[src/verilog/demux_pkg.sv]
//####################################################################
// shared sizes and channel kinds for the tagged demux buffer.
// FIFO_ELS must be 2 or more, and tags at or above NUM_CH are dropped.
//####################################################################

package demux_pkg;

   // data path and tag sizes
   localparam int DATA_W   = 16;
   localparam int NUM_CH   = 5;
   localparam int TAG_W    = 3;

   // storage per buffered channel
   localparam int FIFO_ELS = 4;
   localparam int PTR_W    = $clog2(FIFO_ELS);
   localparam int OCC_W    = $clog2(FIFO_ELS + 1);

   // width of the saturating count of dropped words
   localparam int CNT_W    = 8;

   typedef logic [DATA_W-1:0] data_t;
   typedef logic [TAG_W-1:0]  tag_t;
   typedef logic [CNT_W-1:0]  drop_cnt_t;

   // a buffered channel owns a FIFO, a bypass channel has no storage
   // and its receiver must always be ready
   typedef enum logic
   {
      CHAN_BUFFERED = 1'b0,
      CHAN_BYPASS   = 1'b1
   } chan_kind_e;

   // one entry per channel, index 0 first
   // channel 3 carries the credit return traffic and is not stored
   localparam chan_kind_e CHAN_KIND [NUM_CH] = '{
      CHAN_BUFFERED,
      CHAN_BUFFERED,
      CHAN_BUFFERED,
      CHAN_BYPASS,
      CHAN_BUFFERED
   };

endpackage

[src/verilog/channel_fifo.sv]
//####################################################################
// register FIFO of FIFO_ELS words, valid/ready in and valid/yumi out.
// a read does not free space for a write until the next cycle
//####################################################################
`timescale 1ns/1ps

module channel_fifo import demux_pkg::*;
(
   input  logic  clk_i,
   input  logic  arst_n_i,

   // write side
   input  logic  v_i,
   input  data_t data_i,
   output logic  ready_o,

   // read side
   output logic  v_o,
   output data_t data_o,
   input  logic  yumi_i
);

   data_t            mem [FIFO_ELS];
   logic [PTR_W-1:0] wr_ptr_q;
   logic [PTR_W-1:0] rd_ptr_q;
   logic [OCC_W-1:0] occ_q;
   logic             full;
   logic             empty;
   logic             wr_en;
   logic             rd_en;

   assign full  = (occ_q == OCC_W'(FIFO_ELS));
   assign empty = (occ_q == '0);

   // the demux only asserts valid while we are ready
   assign wr_en = v_i;
   assign rd_en = yumi_i;

   // payload storage
   always_ff @(posedge clk_i)
   begin
      if (wr_en)
      begin
         mem[wr_ptr_q] <= data_i;
      end
   end

   // pointers wrap by compare so the depth need not be a power of two
   always_ff @(posedge clk_i or negedge arst_n_i)
   begin
      if (!arst_n_i)
      begin
         wr_ptr_q <= '0;
      end
      else if (wr_en)
      begin
         if (wr_ptr_q == PTR_W'(FIFO_ELS - 1))
         begin
            wr_ptr_q <= '0;
         end
         else
         begin
            wr_ptr_q <= wr_ptr_q + 1'b1;
         end
      end
   end

   always_ff @(posedge clk_i or negedge arst_n_i)
   begin
      if (!arst_n_i)
      begin
         rd_ptr_q <= '0;
      end
      else if (rd_en)
      begin
         if (rd_ptr_q == PTR_W'(FIFO_ELS - 1))
         begin
            rd_ptr_q <= '0;
         end
         else
         begin
            rd_ptr_q <= rd_ptr_q + 1'b1;
         end
      end
   end

   // occupancy holds still when a write and a read meet
   always_ff @(posedge clk_i or negedge arst_n_i)
   begin
      if (!arst_n_i)
      begin
         occ_q <= '0;
      end
      else if (wr_en && !rd_en)
      begin
         occ_q <= occ_q + 1'b1;
      end
      else if (rd_en && !wr_en)
      begin
         occ_q <= occ_q - 1'b1;
      end
   end

   assign ready_o = ~full;
   assign v_o     = ~empty;
   assign data_o  = mem[rd_ptr_q];

   a_no_overflow : assert property (@(posedge clk_i) disable iff (!arst_n_i)
      full |-> !v_i)
      else $error("channel_fifo written while full");

   a_no_underflow : assert property (@(posedge clk_i) disable iff (!arst_n_i)
      empty |-> !yumi_i)
      else $error("channel_fifo dequeued while empty");

endmodule

[src/verilog/tag_demux.sv]
//####################################################################
// steers the input valid to one channel by tag, fully combinational
// apart from the drop counter, which saturates at its top value
//####################################################################
`timescale 1ns/1ps

module tag_demux import demux_pkg::*;
(
   input  logic              clk_i,
   input  logic              arst_n_i,
   input  logic              v_i,
   input  tag_t              tag_i,
   input  logic [NUM_CH-1:0] ch_ready_i,
   output logic [NUM_CH-1:0] ch_v_o,
   output logic              yumi_o,
   output drop_cnt_t         drop_cnt_o
);

   logic [NUM_CH-1:0] sel;
   logic              tag_ok;
   logic              drop;
   drop_cnt_t         drop_cnt_q;

   // one-hot decode that is all zero when the tag names no channel
   always_comb
   begin
      for (int ch = 0; ch < NUM_CH; ch++)
      begin
         sel[ch] = (tag_i == TAG_W'(ch));
      end
   end

   assign tag_ok = (tag_i < TAG_W'(NUM_CH));

   // a channel only sees valid when it can take the word
   assign ch_v_o = v_i ? (sel & ch_ready_i) : '0;

   // words with a bad tag are taken at once and thrown away
   assign drop   = v_i & ~tag_ok;
   assign yumi_o = drop | (|ch_v_o);

   always_ff @(posedge clk_i or negedge arst_n_i)
   begin
      if (!arst_n_i)
      begin
         drop_cnt_q <= '0;
      end
      else if (drop && (drop_cnt_q != '1))
      begin
         drop_cnt_q <= drop_cnt_q + 1'b1;
      end
   end

   assign drop_cnt_o = drop_cnt_q;

   // a stalled word must stay offered until it is taken
   a_valid_held : assert property (@(posedge clk_i) disable iff (!arst_n_i)
      v_i && !yumi_o |=> v_i)
      else $error("tag_demux input valid dropped before the word was taken");

   // the tag of a stalled word must not change, or it would be steered elsewhere
   a_tag_held : assert property (@(posedge clk_i) disable iff (!arst_n_i)
      v_i && !yumi_o |=> $stable(tag_i))
      else $error("tag_demux input tag changed before the word was taken");

endmodule

[src/verilog/tagged_demux_fifo.sv]
//####################################################################
// splits one tagged stream into NUM_CH channels, each drained on its
// own; bypass channels ignore yumi_i and assume an always-ready sink
//####################################################################
`timescale 1ns/1ps

module tagged_demux_fifo import demux_pkg::*;
(
   input  logic                     clk_i,
   input  logic                     arst_n_i,

   // tagged input stream, held by the source until yumi_o
   input  logic                     v_i,
   input  tag_t                     tag_i,
   input  data_t                    data_i,
   output logic                     yumi_o,

   // one output port per channel
   output logic  [NUM_CH-1:0]       v_o,
   output data_t [NUM_CH-1:0]       data_o,
   input  logic  [NUM_CH-1:0]       yumi_i,

   output drop_cnt_t                drop_cnt_o
);

   logic [NUM_CH-1:0] ch_v;
   logic [NUM_CH-1:0] ch_ready;

   tag_demux u_tag_demux
   (
      .clk_i      (clk_i),
      .arst_n_i   (arst_n_i),
      .v_i        (v_i),
      .tag_i      (tag_i),
      .ch_ready_i (ch_ready),
      .ch_v_o     (ch_v),
      .yumi_o     (yumi_o),
      .drop_cnt_o (drop_cnt_o)
   );

   for (genvar ch = 0; ch < NUM_CH; ch++)
   begin : g_ch
      if (CHAN_KIND[ch] == CHAN_BYPASS)
      begin : g_bypass
         // word leaves in the cycle it is accepted
         assign v_o[ch]      = ch_v[ch];
         assign data_o[ch]   = data_i;
         assign ch_ready[ch] = 1'b1;
      end
      else
      begin : g_buffered
         channel_fifo u_channel_fifo
         (
            .clk_i    (clk_i),
            .arst_n_i (arst_n_i),
            .v_i      (ch_v[ch]),
            .data_i   (data_i),
            .ready_o  (ch_ready[ch]),
            .v_o      (v_o[ch]),
            .data_o   (data_o[ch]),
            .yumi_i   (yumi_i[ch])
         );
      end
   end

endmodule
[config.mk]
export PLATFORM = sky130hd
export DESIGN_NAME = tagged_demux_fifo
export DESIGN_NICKNAME = d
export VERILOG_FILES = /design/src/verilog/demux_pkg.sv /design/src/verilog/channel_fifo.sv /design/src/verilog/tag_demux.sv /design/src/verilog/tagged_demux_fifo.sv
export SDC_FILE = /design/constraint.sdc
export NUM_CORES = 1
export LEC_CHECK = 0
export BUFFER_PORTS_ARGS = -buffer_cell sky130_fd_sc_hd__clkbuf_2
export CORE_UTILIZATION = 50
export CTS_BUF_LIST = sky130_fd_sc_hd__clkbuf_2
export CTS_CLUSTER_SIZE = 40
export DETAILED_ROUTE_END_ITERATION = 10
export PLACE_DENSITY = 0.75
export SYNTH_ARGS = -nofsm -noshare
export SYNTH_HDL_FRONTEND = slang
export SYNTH_SLANG_ARGS = --single-unit
[constraint.sdc]
create_clock -name clk_i -period 2.1 [get_ports clk_i]
set_clock_uncertainty 0.05 [all_clocks]
set_input_delay 0 -clock clk_i [delete_from_list [all_inputs] [get_ports clk_i]]
set_output_delay 0 -clock clk_i [all_outputs]
set_load 0.05 [all_outputs]
==> results_dict.tcl <==
set metrics [dict create \
    drc 0 \
    firstDrtPassIters 4 \
    drive_gt1_share_pct 47.1 \
    grt_pass1_vias 6829 \
    ctsHtreeMaxLevel 3 \
    die_area_um2 23700 \
    core_area_um2 22600 \
    crit_type "reg2out" \
    rsz0062_at_grt "true" \
    p_leak_nw 5.48 \
    grt_overflow 0 \
    fin_crit_sh_pct 104 \
    status "complete, but fails checks" \
    cts_buffer_depth 3 \
    power_mw 20.1 \
    yosys_warnings 0 \
    portBuffers 119 \
    wirelength_mm 24.5 \
    die_w_um 154 \
    grt_max_degree 37 \
    violations "negative setup slack" \
    synth.yosys.seq_area_share_pct 74.4 \
    synthTopCellsByArea "edfxtp_1 (67%), mux4_2 (12%), dfrtp_1 (7.8%)" \
    drv_cap 0 \
    hp-class "in2reg" \
    die_h_um 154 \
    cp_data_arrival_time_ns 2.12 \
    detailed_place_hpwl_mm 13.9 \
    gp_routability_congestion 0.726 \
    path_clk_slew_ns 0.10 \
    grtUsageTotal_pct 21.4 \
    ant_nets 0 \
    syn_to_final_growth_pct 27.4 \
    std_cell_rows 55 \
    via_per_inst 5.32 \
    fin_area_um2 14700 \
    cts_tree "yes" \
    ys.flop_type "edfxtp_1" \
    vdd_drop_max_uv 752 \
    start_util_pct 51.0 \
    synthCells 548 \
    cts.sink_count 292 \
    cts_made_buffers 72 \
    slew_viol_final 0 \
    hold_violations 0 \
    clock_latency_ns 0.77 \
    clock.fmax_mhz 460 \
    yosysMostFrequentCell "edfxtp_1" \
    io_pins 121 \
    synthDistinctLibCells 28 \
    crit_start "g_ch[1].g_buffered.u_channel_fifo.rd_ptr_q[0]" \
    cp_max_fo 9 \
    syn-num-nets 604 \
    syn_avg_cell_area_um2 21.1 \
    synth-edff-count 256 \
    powerDensity_nw_per_um2 1360 \
    instances_no_fill 1134 \
    fin_crit_ns 2.17 \
    start_kind "flip-flop" \
    layout.nets 849 \
    synth_common_cells "edfxtp_1 (256), mux4_2 (64), dfrtp_1 (36)" \
    required_ns 2.05 \
    setup_slack_ns -0.0748 \
    tns_ns -1.71 \
    route.vias.total 6035 \
    drtIter0Drc 455 \
    drt-wirelength-per-cell_um 21.6 \
    end_kind "output pin" \
    worst-slew-pin-transition_ns 0.489 \
    holdCritStartpoint "yumi_i[4]" \
    synthArstFlopShare_pct 12.3 \
    grt_pass1_wl_mm 37.3 \
    slew_headroom_pct 67.4 \
    synth_seq_cells 292 \
    root_buffer "clkbuf_2" \
    synth_top_area_cell "edfxtp_1" \
    r2r_start "g_ch[0].g_buffered.u_channel_fifo.occ_q[1]" \
    place_inst 944 \
    dpl_cell_area_um2 12600 \
    antenna_found_initial 1 \
    netlist_area_um2 11500 \
    finalSetupViolations 44 \
    synth_top_cell_area_share_pct 66.6 \
]
[per-stage QoR]
stage / util (%) / hold slack [ns] / setup WS [ns]
floorplan: - / -0.346 / 0.00916
global placement: 55.8 / 0.135 / 0.135
detailed placement: 55.8 / 0.168 / -0.0118
CTS: 64.0 / 0.00659 / -0.162
global route: 64.9 / 0.0331 / -0.168
finish: 64.9 / 0.0815 / -0.0748
[path summary, 6_finish.rpt]
kind	cells past startpoint	slack, ns	endpoint
setup / recovery	3	-0.07	data_o[28]
hold / removal	3	0.08	g_ch[4].g_buffered.u_channel_fifo.rd_ptr_q[1]
setup reg to reg	9	0.02	g_ch[0].g_buffered.u_channel_fifo.occ_q[2]
hold reg to reg	1	0.46	u_tag_demux.drop_cnt_o[7]
max in group asynchronous	4	1.50	g_ch[4].g_buffered.u_channel_fifo.rd_ptr_q[1]
min in group asynchronous	4	0.24	g_ch[1].g_buffered.u_channel_fifo.wr_ptr_q[0]
[worst max-delay path, cell delays in order, from the launching register on]
cell and delay, ns:
dfrtp_2 0.44, buf_12 0.16, mux4_2 0.55, buf_8 0.18
[state kept, by name, summed over array words and instances (netlist names)]
name / cells
g_ch.g_buffered.u_channel_fifo.mem: 256
g_ch.g_buffered.u_channel_fifo.occ_q: 12
g_ch.g_buffered.u_channel_fifo.rd_ptr_q: 8
g_ch.g_buffered.u_channel_fifo.wr_ptr_q: 8
u_tag_demux.drop_cnt_o: 8
[area by class of cell]
cell class / instances / area (um^2)
Clock buffer: 106 / 531
Tap cell: 285 / 357
Fill cell: 1498 / 7950
Clock inverter: 23 / 165
Inverter: 19 / 71.3
Multi-Input combinational cell: 200 / 2710
Sequential cell: 292 / 8600
Antenna cell: 1 / 2.50
Timing Repair Buffer: 208 / 2260
[metal layers]
layer	vias to the layer above	wire, um	global-route usage (%)
met5	-	0	0
met1	3079	9060	26.0
met4	0	578	8.90
met2	239	12800	36.9
li1	2678	-	-
met3	39	2000	5.13
[logic make-up after synthesis]
group           Yosys count  share of synthesized area [%]
fa+ha+maj                29                           3.41
mux                      78                           13.9
xor+xnor                 19                           1.44
buf+inv                  56                           2.70
compound gates           13                           1.36
simple gates             61                           2.79
flops                   292                           74.4
[layout by cell type, fill, tap and decap left out, drive strengths merged]
| master | count |
|---|---|
| edfxtp | 256 |
| clkbuf | 162 |
| buf | 120 |
| mux4 | 64 |
| dfrtp | 36 |
| dlygate4sd3 | 31 |
| ha | 25 |
| inv | 23 |
| nor2 | 19 |
| and2 | 16 |
| clkinv | 16 |
| mux2 | 14 |
| xor2 | 14 |
| nand2 | 10 |
| o21ai | 6 |
| xnor2 | 5 |
| nor3 | 5 |
| or3 | 4 |
| fa | 4 |
| a2111oi | 3 |
| bufinv | 3 |
| nand3 | 3 |
| diode | 1 |
| a21oi | 1 |
| and3 | 1 |
| nand2b | 1 |
| o211ai | 1 |
| a21o | 1 |
| nand4 | 1 |
| o21bai | 1 |
| nor4 | 1 |
| dlymetal6s4s | 1 |
[repair_timing]
action	4_1_cts	5_1_grt
hold buffers	33	0
setup endpoints to repair	67	71
gates resized for setup	154	77
pin swaps	9	9
endpoints found under the hold margin	328	0
gates cloned	1	2
setup buffers	17	7
[power by group]
| part | leakage, nW | switching [mW] | internal, mW |
|---|---|---|---|
| combinational | 2.22 | 4.76 | 3.95 |
| clock | 0.525 | 2.17 | 1.72 |
| sequential | 2.73 | 0.652 | 6.81 |
(Power assumes the default switching activity.)
